**config.mk**
```make
export PLATFORM = sky130hd
export DESIGN_NAME = dbg_harness_top
export DESIGN_NICKNAME = d
export VERILOG_FILES = /design/src/logic/dbg_pkg.sv /design/src/logic/dmi_if.sv /design/src/logic/dmi_fifo.sv /design/src/logic/dmi_source_mux.sv /design/src/logic/dm_regs.sv /design/src/logic/hart_ctrl.sv /design/src/logic/dbg_harness_top.sv
export SDC_FILE = /design/constraint.sdc
export NUM_CORES = 1
export LEC_CHECK = 0
export CELL_PAD_IN_SITES_DETAIL_PLACEMENT = 0
export CELL_PAD_IN_SITES_GLOBAL_PLACEMENT = 2
export CORE_MARGIN = 2
export CORE_UTILIZATION = 47
export CTS_CLUSTER_SIZE = 16
export DETAILED_ROUTE_END_ITERATION = 10
export DONT_BUFFER_PORTS = 1
export GPL_TIMING_DRIVEN = 0
export HOLD_SLACK_MARGIN = 0.06
export PLACE_DENSITY = 0.83
export SLEW_MARGIN = 20
export SYNTH_ARGS = -nofsm -noshare
export SYNTH_HDL_FRONTEND = slang
export SYNTH_HIERARCHICAL = 1
export SYNTH_SLANG_ARGS = --single-unit
```
**constraint.sdc**
```tcl
create_clock -name clk_i -period 1.6 [get_ports clk_i]
set_input_delay 0 -clock clk_i [delete_from_list [all_inputs] [get_ports clk_i]]
set_output_delay 0 -clock clk_i [all_outputs]
set_load 0.01 [all_outputs]
```
**src/logic/dbg_pkg.sv**
```systemverilog
/*
 * Shared widths, DMI payload types, register map and timing constants
 * for the debug-access harness. Used by the RTL and the testbench.
 */

package dbg_pkg;

  // ------------------------------------------------------------
  // DMI widths and payloads
  // ------------------------------------------------------------
  localparam int unsigned DmiAddrWidth = 7;
  localparam int unsigned DmiDataWidth = 32;

  typedef enum logic [1:0] {
    DTM_NOP   = 2'd0,
    DTM_READ  = 2'd1,
    DTM_WRITE = 2'd2,
    DTM_RSVD  = 2'd3
  } dtm_op_e;

  typedef struct packed {
    logic [DmiAddrWidth-1:0] addr;
    dtm_op_e                 op;
    logic [DmiDataWidth-1:0] data;
  } dmi_req_t;

  typedef struct packed {
    logic [1:0]              resp;
    logic [DmiDataWidth-1:0] data;
  } dmi_resp_t;

  localparam logic [1:0] RespSuccess = 2'd0;
  localparam logic [1:0] RespFailed  = 2'd2;

  // ------------------------------------------------------------
  // Register map
  // ------------------------------------------------------------
  localparam logic [DmiAddrWidth-1:0] AddrData0     = 7'h04;
  localparam logic [DmiAddrWidth-1:0] AddrDmControl = 7'h10;

  localparam int unsigned HaltReqBit  = 31;
  localparam int unsigned NdmResetBit = 1;

  // Buffering and in-flight tracking
  localparam int unsigned FifoDepth        = 2;
  localparam int unsigned OutstandingWidth = 3;

  // Halt requests are masked this long after power-on reset
  localparam int unsigned DebugDelayCycles = 32;

endpackage

```
**src/logic/dmi_if.sv**
```systemverilog
/*
 * DMI request/response channel pair with valid/ready on each side.
 * The requester drives requests, the responder drives responses.
 */

`timescale 1ns/10ps

interface dmi_if;

  logic                 req_valid;
  logic                 req_ready;
  dbg_pkg::dmi_req_t    req;
  logic                 resp_valid;
  logic                 resp_ready;
  dbg_pkg::dmi_resp_t   resp;

  modport requester (
    output req_valid, req, resp_ready,
    input  req_ready, resp_valid, resp
  );

  modport responder (
    input  req_valid, req, resp_ready,
    output req_ready, resp_valid, resp
  );

endinterface

```
**src/logic/dmi_fifo.sv**
```systemverilog
/*
 * Small valid/ready FIFO on a generic payload type. Used once for DMI
 * requests and once for DMI responses; no fall-through path.
 */

`timescale 1ns/10ps

module dmi_fifo #(
  parameter type         payload_t = logic,
  parameter int unsigned Depth     = dbg_pkg::FifoDepth
) (
  input  logic     clk_i,
  input  logic     rst_ni,
  input  logic     in_valid_i,
  output logic     in_ready_o,
  input  payload_t in_data_i,
  output logic     out_valid_o,
  input  logic     out_ready_i,
  output payload_t out_data_o
);

  localparam int unsigned PtrWidth = (Depth > 1) ? $clog2(Depth) : 1;
  localparam int unsigned CntWidth = $clog2(Depth + 1);

  payload_t              mem_q [Depth];
  logic [PtrWidth-1:0]   wr_ptr_q, rd_ptr_q;
  logic [CntWidth-1:0]   cnt_q;
  logic                  push, pop;

  assign in_ready_o  = (cnt_q != CntWidth'(Depth));
  assign out_valid_o = (cnt_q != '0);
  assign out_data_o  = mem_q[rd_ptr_q];

  assign push = in_valid_i & in_ready_o;
  assign pop  = out_valid_o & out_ready_i;

  always_ff @(posedge clk_i) begin
    if (push) begin
      mem_q[wr_ptr_q] <= in_data_i;
    end
  end

  always_ff @(posedge clk_i or negedge rst_ni) begin
    if (!rst_ni) begin
      wr_ptr_q <= '0;
      rd_ptr_q <= '0;
      cnt_q    <= '0;
    end else begin
      if (push) begin
        wr_ptr_q <= (wr_ptr_q == PtrWidth'(Depth - 1)) ? '0 : wr_ptr_q + 1'b1;
      end
      if (pop) begin
        rd_ptr_q <= (rd_ptr_q == PtrWidth'(Depth - 1)) ? '0 : rd_ptr_q + 1'b1;
      end
      if (push && !pop) begin
        cnt_q <= cnt_q + 1'b1;
      end else if (!push && pop) begin
        cnt_q <= cnt_q - 1'b1;
      end
    end
  end

endmodule

```
**src/logic/dmi_source_mux.sv**
```systemverilog
/*
 * Selects between the JTAG and DTM debug sources. The selection is only
 * re-sampled while nothing is in flight, so responses go back to the issuer.
 */

`timescale 1ns/10ps

module dmi_source_mux (
  input  logic               clk_i,
  input  logic               rst_ni,
  input  logic               jtag_sel_i,
  input  logic               jtag_req_valid_i,
  input  logic               dtm_req_valid_i,
  input  dbg_pkg::dmi_req_t  jtag_req_i,
  input  dbg_pkg::dmi_req_t  dtm_req_i,
  output logic               jtag_req_ready_o,
  output logic               dtm_req_ready_o,
  output logic               jtag_resp_valid_o,
  output logic               dtm_resp_valid_o,
  input  logic               jtag_resp_ready_i,
  input  logic               dtm_resp_ready_i,
  output dbg_pkg::dmi_resp_t resp_o,
  dmi_if.requester           bus
);

  logic [dbg_pkg::OutstandingWidth-1:0] cnt_d, cnt_q;
  logic jtag_act, jtag_act_q;
  logic cnt_full;
  logic req_fire, resp_fire;

  // New selection only when idle
  assign jtag_act = (cnt_q == '0) ? jtag_sel_i : jtag_act_q;
  assign cnt_full = &cnt_q;

  assign bus.req_valid  = (jtag_act ? jtag_req_valid_i : dtm_req_valid_i) & ~cnt_full;
  assign bus.req        = jtag_act ? jtag_req_i : dtm_req_i;
  assign bus.resp_ready = jtag_act ? jtag_resp_ready_i : dtm_resp_ready_i;

  assign jtag_req_ready_o  = jtag_act & bus.req_ready & ~cnt_full;
  assign dtm_req_ready_o   = ~jtag_act & bus.req_ready & ~cnt_full;
  assign jtag_resp_valid_o = jtag_act & bus.resp_valid;
  assign dtm_resp_valid_o  = ~jtag_act & bus.resp_valid;
  assign resp_o            = bus.resp;

  assign req_fire  = bus.req_valid & bus.req_ready;
  assign resp_fire = bus.resp_valid & bus.resp_ready;

  always_comb begin
    cnt_d = cnt_q;
    if (req_fire && !resp_fire) begin
      cnt_d = cnt_q + 1'b1;
    end else if (!req_fire && resp_fire) begin
      cnt_d = cnt_q - 1'b1;
    end
  end

  always_ff @(posedge clk_i or negedge rst_ni) begin
    if (!rst_ni) begin
      cnt_q      <= '0;
      jtag_act_q <= 1'b0;
    end else begin
      cnt_q      <= cnt_d;
      jtag_act_q <= jtag_act;
    end
  end

endmodule

```
**src/logic/dm_regs.sv**
```systemverilog
/*
 * Reduced debug module register file behind the DMI. Handles one request
 * at a time; the response is valid the cycle after the request is taken.
 */

`timescale 1ns/10ps

module dm_regs (
  input  logic     clk_i,
  input  logic     rst_ni,
  dmi_if.responder bus,
  output logic     haltreq_o,
  output logic     ndmreset_o
);

  logic                                 pending_q;
  dbg_pkg::dmi_resp_t                   resp_d, resp_q;
  logic [dbg_pkg::DmiDataWidth-1:0]     data0_q;
  logic [dbg_pkg::DmiDataWidth-1:0]     dmcontrol;
  logic                                 haltreq_q, ndmreset_q;
  logic                                 req_fire, wr_en;

  assign bus.req_ready  = ~pending_q;
  assign bus.resp_valid = pending_q;
  assign bus.resp       = resp_q;

  assign req_fire = bus.req_valid & ~pending_q;
  assign wr_en    = req_fire & (bus.req.op == dbg_pkg::DTM_WRITE);

  // Only the two control bits are implemented
  always_comb begin
    dmcontrol                       = '0;
    dmcontrol[dbg_pkg::HaltReqBit]  = haltreq_q;
    dmcontrol[dbg_pkg::NdmResetBit] = ndmreset_q;
  end

  always_comb begin
    resp_d.resp = dbg_pkg::RespSuccess;
    resp_d.data = '0;
    case (bus.req.op)
      dbg_pkg::DTM_READ: begin
        if (bus.req.addr == dbg_pkg::AddrData0) begin
          resp_d.data = data0_q;
        end else if (bus.req.addr == dbg_pkg::AddrDmControl) begin
          resp_d.data = dmcontrol;
        end
      end
      dbg_pkg::DTM_RSVD: resp_d.resp = dbg_pkg::RespFailed;
      default: ;
    endcase
  end

  always_ff @(posedge clk_i) begin
    if (req_fire) begin
      resp_q <= resp_d;
    end
  end

  always_ff @(posedge clk_i or negedge rst_ni) begin
    if (!rst_ni) begin
      pending_q  <= 1'b0;
      data0_q    <= '0;
      haltreq_q  <= 1'b0;
      ndmreset_q <= 1'b0;
    end else begin
      if (req_fire) begin
        pending_q <= 1'b1;
      end else if (bus.resp_ready) begin
        pending_q <= 1'b0;
      end
      if (wr_en && bus.req.addr == dbg_pkg::AddrData0) begin
        data0_q <= bus.req.data;
      end
      if (wr_en && bus.req.addr == dbg_pkg::AddrDmControl) begin
        haltreq_q  <= bus.req.data[dbg_pkg::HaltReqBit];
        ndmreset_q <= bus.req.data[dbg_pkg::NdmResetBit];
      end
    end
  end

  assign haltreq_o  = haltreq_q;
  assign ndmreset_o = ndmreset_q;

endmodule

```
**src/logic/hart_ctrl.sv**
```systemverilog
/*
 * Hart-side debug controls: halt request masked after power-on reset,
 * and the system reset released through a two-flop synchronizer.
 */

`timescale 1ns/10ps

module hart_ctrl (
  input  logic clk_i,
  input  logic rst_ni,
  input  logic haltreq_i,
  input  logic ndmreset_i,
  input  logic debug_enable_i,
  output logic debug_req_o,
  output logic sys_rst_no
);

  localparam int unsigned CntWidth = $clog2(dbg_pkg::DebugDelayCycles + 1);

  logic [CntWidth-1:0] del_cnt_q;
  logic                sys_rst_n;
  logic [1:0]          sync_q;

  // Delay window so the hart can boot before the first halt
  always_ff @(posedge clk_i or negedge rst_ni) begin
    if (!rst_ni) begin
      del_cnt_q <= CntWidth'(dbg_pkg::DebugDelayCycles);
    end else if (del_cnt_q != '0) begin
      del_cnt_q <= del_cnt_q - 1'b1;
    end
  end

  assign debug_req_o = haltreq_i & debug_enable_i & (del_cnt_q == '0);

  // Assert asynchronously, release on the clock
  assign sys_rst_n = rst_ni & ~ndmreset_i;

  always_ff @(posedge clk_i or negedge sys_rst_n) begin
    if (!sys_rst_n) begin
      sync_q <= 2'b00;
    end else begin
      sync_q <= {sync_q[0], 1'b1};
    end
  end

  assign sys_rst_no = sync_q[1];

endmodule

```
**src/logic/dbg_harness_top.sv**
```systemverilog
/*
 * Debug-access path of the harness: two DMI sources share one register
 * file through request/response FIFOs, plus the hart-side controls.
 */

`timescale 1ns/10ps

module dbg_harness_top (
  input  logic                                clk_i,
  input  logic                                rst_ni,
  input  logic                                jtag_sel_i,
  input  logic                                debug_enable_i,
  // JTAG-side DMI
  input  logic                                jtag_req_valid_i,
  input  logic [dbg_pkg::DmiAddrWidth-1:0]    jtag_req_addr_i,
  input  logic [1:0]                          jtag_req_op_i,
  input  logic [dbg_pkg::DmiDataWidth-1:0]    jtag_req_data_i,
  input  logic                                jtag_resp_ready_i,
  output logic                                jtag_req_ready_o,
  output logic                                jtag_resp_valid_o,
  // DTM-side DMI
  input  logic                                dtm_req_valid_i,
  input  logic [dbg_pkg::DmiAddrWidth-1:0]    dtm_req_addr_i,
  input  logic [1:0]                          dtm_req_op_i,
  input  logic [dbg_pkg::DmiDataWidth-1:0]    dtm_req_data_i,
  input  logic                                dtm_resp_ready_i,
  output logic                                dtm_req_ready_o,
  output logic                                dtm_resp_valid_o,
  // Shared response and hart side
  output logic [1:0]                          resp_code_o,
  output logic [dbg_pkg::DmiDataWidth-1:0]    resp_data_o,
  output logic                                debug_req_o,
  output logic                                sys_rst_no
);

  dbg_pkg::dmi_req_t  jtag_req, dtm_req;
  dbg_pkg::dmi_resp_t resp;
  logic               haltreq, ndmreset;

  dmi_if src_bus ();
  dmi_if dm_bus ();

  assign jtag_req.addr = jtag_req_addr_i;
  assign jtag_req.op   = dbg_pkg::dtm_op_e'(jtag_req_op_i);
  assign jtag_req.data = jtag_req_data_i;
  assign dtm_req.addr  = dtm_req_addr_i;
  assign dtm_req.op    = dbg_pkg::dtm_op_e'(dtm_req_op_i);
  assign dtm_req.data  = dtm_req_data_i;

  assign resp_code_o = resp.resp;
  assign resp_data_o = resp.data;

  // ------------------------------------------------------------
  // Source selection
  // ------------------------------------------------------------
  dmi_source_mux i_source_mux (
    .clk_i             ( clk_i             ),
    .rst_ni            ( rst_ni            ),
    .jtag_sel_i        ( jtag_sel_i        ),
    .jtag_req_valid_i  ( jtag_req_valid_i  ),
    .dtm_req_valid_i   ( dtm_req_valid_i   ),
    .jtag_req_i        ( jtag_req          ),
    .dtm_req_i         ( dtm_req           ),
    .jtag_req_ready_o  ( jtag_req_ready_o  ),
    .dtm_req_ready_o   ( dtm_req_ready_o   ),
    .jtag_resp_valid_o ( jtag_resp_valid_o ),
    .dtm_resp_valid_o  ( dtm_resp_valid_o  ),
    .jtag_resp_ready_i ( jtag_resp_ready_i ),
    .dtm_resp_ready_i  ( dtm_resp_ready_i  ),
    .resp_o            ( resp              ),
    .bus               ( src_bus           )
  );

  // ------------------------------------------------------------
  // Buffering
  // ------------------------------------------------------------
  dmi_fifo #(
    .payload_t   ( dbg_pkg::dmi_req_t )
  ) req_fifo (
    .clk_i       ( clk_i              ),
    .rst_ni      ( rst_ni             ),
    .in_valid_i  ( src_bus.req_valid  ),
    .in_ready_o  ( src_bus.req_ready  ),
    .in_data_i   ( src_bus.req        ),
    .out_valid_o ( dm_bus.req_valid   ),
    .out_ready_i ( dm_bus.req_ready   ),
    .out_data_o  ( dm_bus.req         )
  );

  dmi_fifo #(
    .payload_t   ( dbg_pkg::dmi_resp_t )
  ) resp_fifo (
    .clk_i       ( clk_i               ),
    .rst_ni      ( rst_ni              ),
    .in_valid_i  ( dm_bus.resp_valid   ),
    .in_ready_o  ( dm_bus.resp_ready   ),
    .in_data_i   ( dm_bus.resp         ),
    .out_valid_o ( src_bus.resp_valid  ),
    .out_ready_i ( src_bus.resp_ready  ),
    .out_data_o  ( src_bus.resp        )
  );

  // ------------------------------------------------------------
  // Debug module and hart side
  // ------------------------------------------------------------
  dm_regs i_dm_regs (
    .clk_i      ( clk_i    ),
    .rst_ni     ( rst_ni   ),
    .bus        ( dm_bus   ),
    .haltreq_o  ( haltreq  ),
    .ndmreset_o ( ndmreset )
  );

  hart_ctrl i_hart_ctrl (
    .clk_i          ( clk_i          ),
    .rst_ni         ( rst_ni         ),
    .haltreq_i      ( haltreq        ),
    .ndmreset_i     ( ndmreset       ),
    .debug_enable_i ( debug_enable_i ),
    .debug_req_o    ( debug_req_o    ),
    .sys_rst_no     ( sys_rst_no     )
  );

endmodule

```
Word-level counts from Yosys, hierarchy flattened
Memories as Yosys holds them, arrays and structs flattened.
Index checks and enable logic that the tools add are counted.
Storage, ports and cells
  bits in registers: 89
  memory bits (writable): 150
  bits of input ports: 90
  output and inout bits: 40
  word-level logic and storage cells: 100
  memories: 2
Memories
  req_fifo.mem_q: words 2, bits a word 41, rd ports 1, clocked after memory_dff 0, wr ports 1, RTL line dmi_fifo.sv:25  | payload_t mem_q [Depth];
  resp_fifo.mem_q: words 2, bits a word 34, rd ports 1, clocked after memory_dff 0, wr ports 1, RTL line dmi_fifo.sv:25
Operators by class
  add/sub/neg operators: 11
  equality and inequality tests: 7
  mux-type cells: 23
  bitwise logic cells: 19
  reductions and logical operators: 22
Operators with widths (number)
  two-way mux 32 bit: 2
  two-way mux 41 bit: 1
  bitwise AND 1 bit: 15
  two-way mux 1 bit: 13
  nonzero test 2 bit: 6
  two-way mux 2 bit: 5
  logical AND 1 bit: 8
  equality test 7 x 3 -> 1 bit (second input constant): 1
  equality test 7 x 5 -> 1 bit (second input constant): 1
  zero test 6 bit: 1
  two-way mux 3 bit: 2
  nonzero test 6 bit: 1
  subtractor 6 x 1 -> 6 bit (second input constant): 1
  adder 1 bit (second input constant): 4
  adder 2 x 1 -> 2 bit (second input constant): 2
  equality test 2 bit (second input constant): 2
  zero test 1 bit: 4
  != test 2 bit (second input constant): 2
  inverter 1 bit: 4
  subtractor 2 x 1 -> 2 bit (second input constant): 2
  adder 3 x 1 -> 3 bit (second input constant): 1
  zero test 3 bit: 1
  AND reduction 3 bit: 1
  subtractor 3 x 1 -> 3 bit (second input constant): 1
  equality test 2 x 1 -> 1 bit (second input constant): 1

Longest topological paths before layout
  depth in word-level cells: 9
  gate-level depth with buffers: 10
  depth with buffers taken out: 10

Cells and area by module
Netlist, hierarchy kept.
By module, submodules not included
  dmi_fifo (req_fifo): times used 1, cells an instance 146, area each 3355.7 um2, seq. area each 2562.5 um2
  dmi_fifo (resp_fifo): times used 1, cells an instance 124, area each 2798.9 um2, seq. area each 2142.1 um2
  dm_regs: times used 1, cells an instance 158, area each 2743.9 um2, seq. area each 1866.8 um2
  dmi_source_mux: times used 1, cells an instance 111, area each 1093.5 um2, seq. area each 100.1 um2
  hart_ctrl: times used 1, cells an instance 31, area each 369.1 um2, seq. area each 201.4 um2

Worst setup path before layout
Ideal clock, no wire load.
  path type: register -> register
  start point: reg i_source_mux/cnt_q[0] (netlist bit)
  end point: mem req_fifo/mem_q[0][0] (netlist bit) (enable)
  library setup time: 0.439 ns
  arrival: 3.040 ns
  required time: 1.161 ns
  setup slack: -1.880 ns
  cell stages (with the launch flop): 6
  buffers on the path: 0
  clock period less this slack: 3.480 ns
  cells stage by stage: dfrtp_1 -> nor4b_4 -> o21ai_0 -> a21boi_0 -> nand2_1 -> nor2_1
Between the ends
  longest elaborated chain between the ends: 7
  elaborated cells between the ends (all ways): 9
  those cells by class: 4 x mux; 3 x bitwise; 2 x reduce/logical
Ends and longest elaborated chain
  start: declaration: RTL line dmi_source_mux.sv:26  | logic [dbg_pkg::OutstandingWidth-1:0] cnt_d, cnt_q;
  start signal: assignment: RTL line dmi_source_mux.sv:62  | cnt_q <= cnt_d;
  zero test 3 bit: RTL line dmi_source_mux.sv:32  | assign jtag_act = (cnt_q == '0) ? jtag_sel_i : jtag_act_q;
  two-way mux 1 bit: RTL line dmi_source_mux.sv:32
  two-way mux 1 bit: RTL line dmi_source_mux.sv:35  | assign bus.req_valid = (jtag_act ? jtag_req_valid_i : dtm_req_valid_i) & ~cnt_full;
  bitwise AND 1 bit (*): RTL line dmi_source_mux.sv:35
  net src_bus.req_valid: RTL line dmi_if.sv:10  | logic req_valid;
  bitwise AND 1 bit (*): RTL line dmi_fifo.sv:34  | assign push = in_valid_i & in_ready_o;
  two-way mux 1 bit (*): RTL line dmi_fifo.sv:38  | if (push) begin
  two-way mux 1 bit (not written as such) (*): RTL line dmi_fifo.sv:39  | mem_q[wr_ptr_q] <= in_data_i;
  end: declaration: RTL line dmi_fifo.sv:25
The timed path passes the listed nets; every way through them passes the cells marked *.

==> flow_summary.yaml <==
global_routing:
  grt_pass1_wl_um: 31400
  grt_max_degree: 55
  first_global_vias: 5644
  antenna_found_initial: 0
  grt_usage: 0.172
  grt.overflow.total: 0
routing:
  dr.max_layer_used: "met4"
  ant_nets: 0
  wl_met3_um: 862
  dr.pass1.iters: 4
  drt-total-wl_um: 21600
  dr_wl_met2_um: 11500
  m1WireLength_um: 8810
  viasPerCell: 5.00
  routedWlPerCell_um: 19.9
  vias: 5416
  drc: 0
  drtIter0Drc: 233
power_and_ir_drop:
  power.share.combinational: 0.446
  p_leak_nw: 5.97
  swShare: 0.297
  power.switching_mw: 8.92
  power_density_mw_per_mm2: 2070
  total_power_mw: 30.1
  p_int_mw: 21.2
  seqPwrFrac: 0.358
  clockPowerShare: 0.196
  irDropWorstVdd_mv: 1.64
timing:
  worst_pin_slew_ns: 0.602
  rsz0062_at_grt: "yes"
  finalHoldViolations: 0
  slew-limit-headroom: 0.599
  fin_skew_ns: 0.0105
  fmax_mhz: 392
  setup_violations: 261
  post-route-worst-setup-slack_ns: -0.952
  hold_ws_ns: 0.167
  post-route-min-period_ns: 2.55
  fin_crit_sh: 1.59
  drv_slew: 0
synthesis:
  synth_top_area_share: 0.530
  async_flop_share: 0.231
  synth_cells: 570
  synthXorXnorAreaFrac: 0.0144
  synth_compound_area_frac: 0.00604
  synth_warnings: 6
  yosys.area.top_type: "edfxtp_1"
  yosys.area_share.simple: 0.0504
  synth_area_leaders: "edfxtp_1, mux2_4, dfrtp_1"
  synth_top_family_by_area: "multiplexers"
  ys_ff_latch: 238
  synth_nets: 666
  synth.cell_area_sq_mm: 0.0104
  synth_edf_count: 183
  synth-seq-area-share: 0.663
  syn_area_per_cell_sq_um: 18.2
  synthMuxAreaShare: 0.204
  synthAdderAreaFrac: 0.00797
  synthFlopType: "edfxtp_1"
  synth_cell_types: 47
final_layout:
  fill_cells: 1406
  syn2layout_area_growth_pct: 40.3
  nets: 881
  final_layout_size_suffix_gt1_frac: 0.537
  antenna_cells: 0
  regArea_sq_mm: 0.00688
  multiInputGateArea_sq_mm: 0.00361
worst_setup_path:
  critPathMaxStageDelay_ns: 0.54
  end_kind: "register"
  worstPathCellList: "buf_12, mux2_4, or4bb_4, nor4_4, buf_6, clkbuf_16, mux2_4"
  arrival_ns: 2.94
  required_ns: 1.99
  worst_path_most_repeated_cell: "mux2_4"
  r2r_start: "req_fifo/rd_ptr_q"
  ff2ff_path_depth: 7
  crit_end: "i_dm_regs/data0_q[0]"
  cpMaxStageDelayCell: "or4bb_4"
  critPathMaxFanout: 8
  path_class: "register to register"
  r2r_slack_ns: -0.95
  startpoint: "req_fifo/rd_ptr_q"
  r2r_end: "i_dm_regs/data0_q[0]"
  critical_path.startpoint_type: "register"
status:
  outcome: "finished with violations"
  violations: "setup timing"
floorplanning:
  fp.coreArea_sq_mm: 0.0218
  ios: 130
  rows: 54
  start_util: 0.476
  dieWidth_um: 152
  die_area_sq_mm: 0.0232
  dieHeight_um: 152
placement:
  place_hpwl_um: 10900
  port_buffers: 0
  place_congestion: 0.757
clocking:
  cts_tree: "done"
  clk_path_buf_depth: 3
  tritoncts.num_buffers: 24
  ctsHtreeMaxLevel: 1
  clock_latency_ns: 0.51
  clk_pin_slew_ns: 0.06
  cts_num_sinks: 238
  root_buffer: "clkbuf_16"
min_path:
  min_path_type: "input port to output port"
run:
  max_cap_violations: 0
-- state kept, by name, summed over array words and instances (netlist names), 2 cells and up --
| signal | cells |
|---|---|
| resp_fifo/mem_q | 68 |
| i_source_mux/cnt_q | 3 |
| req_fifo/mem_q | 82 |
| i_hart_ctrl/del_cnt_q | 6 |
| resp_fifo/cnt_q | 2 |
| i_dm_regs/bus.resp | 33 |
| req_fifo/cnt_q | 2 |
| i_hart_ctrl/sync_q | 2 |
| i_dm_regs/data0_q | 32 |
-- through the flow --
stage | utilization | setup TNS, ns | cell area [sq um] | std cells | worst slack [ns]
2_1_floorplan | - | -112.76 | 10600 | 570 | -0.947
3_3_place_gp | 0.504 | -187.58 | 11000 | 850 | -1.27
3_5_place_dp | 0.505 | -187.79 | 11000 | 851 | -1.32
4_1_cts | 0.640 | -127.33 | 13900 | 1055 | -0.973
5_1_grt | 0.668 | -187.13 | 14500 | 1083 | -1.04
6_report | 0.668 | -167.00 | 14500 | 1083 | -0.952
-- worst max-delay path: cells and delay by family, from the launching register on --
family	cells	cell delay, ns
flops	1	0.45
mux	2	0.60
simple gates	2	0.83
buf+inv	3	0.56
-- Yosys cell counts (2+ instances only) --
master,instances
mux2_2,51
a22oi_1,2
and2_1,32
mux2_4,101
nand2_1,6
dfrtp_1,54
xor2_1,6
inv_1,6
and3_1,4
ha_1,5
nor2_1,13
nor3_1,2
conb_1,2
nand2b_1,4
or2_1,2
edfxtp_1,183
buf_6,10
xnor2_1,11
nand3_1,3
buf_4,35
buf_12,7
clkbuf_1,3
nor2b_1,4
-- routing by layer --
metal / vias to the layer above / global-route usage
met4: 0 / 0.0481
met3: 34 / 0.0250
met5: - / 0
met2: 135 / 0.308
met1: 2727 / 0.221
li1: 2520 / -
-- power by group through the flow --
stage               Clock, mW  Sequential, mW  Combinational, mW
detailed placement          0            10.7               8.87
finish                   5.88            10.8               13.4
floorplan                   0            10.4               7.42
global placement            0            10.6               8.60
CTS                      5.96            10.7               12.1
global route             6.25            11.0               14.2
-- kinds of logic after synthesis --
kind of cell               count (synthesis)
other                                      2
xor gates and xnor gates                  17
adders and majority gates                  6
DFF                                      238
muxes                                    154
buffers and inverters                     62
AOI/OAI and AO/OA                          9
and+or+nand+nor                           82
-- what timing repair did --
action,CTS,global route
endpoints found under the hold margin,141,0
pin swaps,32,19
gates resized for setup,117,86
cloned,18,10
endpoints found under the setup margin,374,371
setup buffers,53,28
hold buffers,89,0
-- worst min path at each step --
| stage | from | to | slack (ns) | cells after the start |
|---|---|---|---|---|
| after floorplan | rst_ni | i_dm_regs/bus.resp_valid | -0.30 | 0 |
| after global placement | rst_ni | i_source_mux/cnt_q[0] | -0.29 | 0 |
| after detailed placement | rst_ni | i_source_mux/cnt_q[0] | -0.29 | 0 |
| after CTS | debug_enable_i | debug_req_o | 0.17 | 1 |
| after global routing | debug_enable_i | debug_req_o | 0.17 | 1 |
| final | debug_enable_i | debug_req_o | 0.17 | 1 |
-- placed cells by master, fill, tap and decap left out, drive strengths merged, types with 2 or more instances in the layout --
| cell | instances |
|---|---|
| nor4 | 2 |
| and3 | 12 |
| clkinv | 7 |
| xnor2 | 11 |
| conb | 2 |
| buf | 138 |
| and2 | 32 |
| clkinvlp | 2 |
| a22oi | 2 |
| inv | 10 |
| nor2 | 15 |
| mux2 | 153 |
| ha | 5 |
| nor4b | 2 |
| nand2 | 6 |
| clkbuf | 36 |
| nand2b | 4 |
| or2 | 2 |
| nor2b | 5 |
| nand3 | 3 |
| edfxtp | 183 |
| dfrtp | 54 |
| dlygate4sd3 | 88 |
| nor3 | 3 |
| bufinv | 4 |
| xor2 | 6 |
-- final cells by class --
class / count / area share
buffer: 52 / 0.0484
clock buffer: 28 / 0.0445
clock inverter: 16 / 0.0140
inverter: 7 / 0.00198
multi-input combinational: 280 / 0.249
sequential: 238 / 0.473
tap: 280 / 0.0241
timing repair buffer: 182 / 0.145
Note: power is estimated with default switching activity, not from simulation.
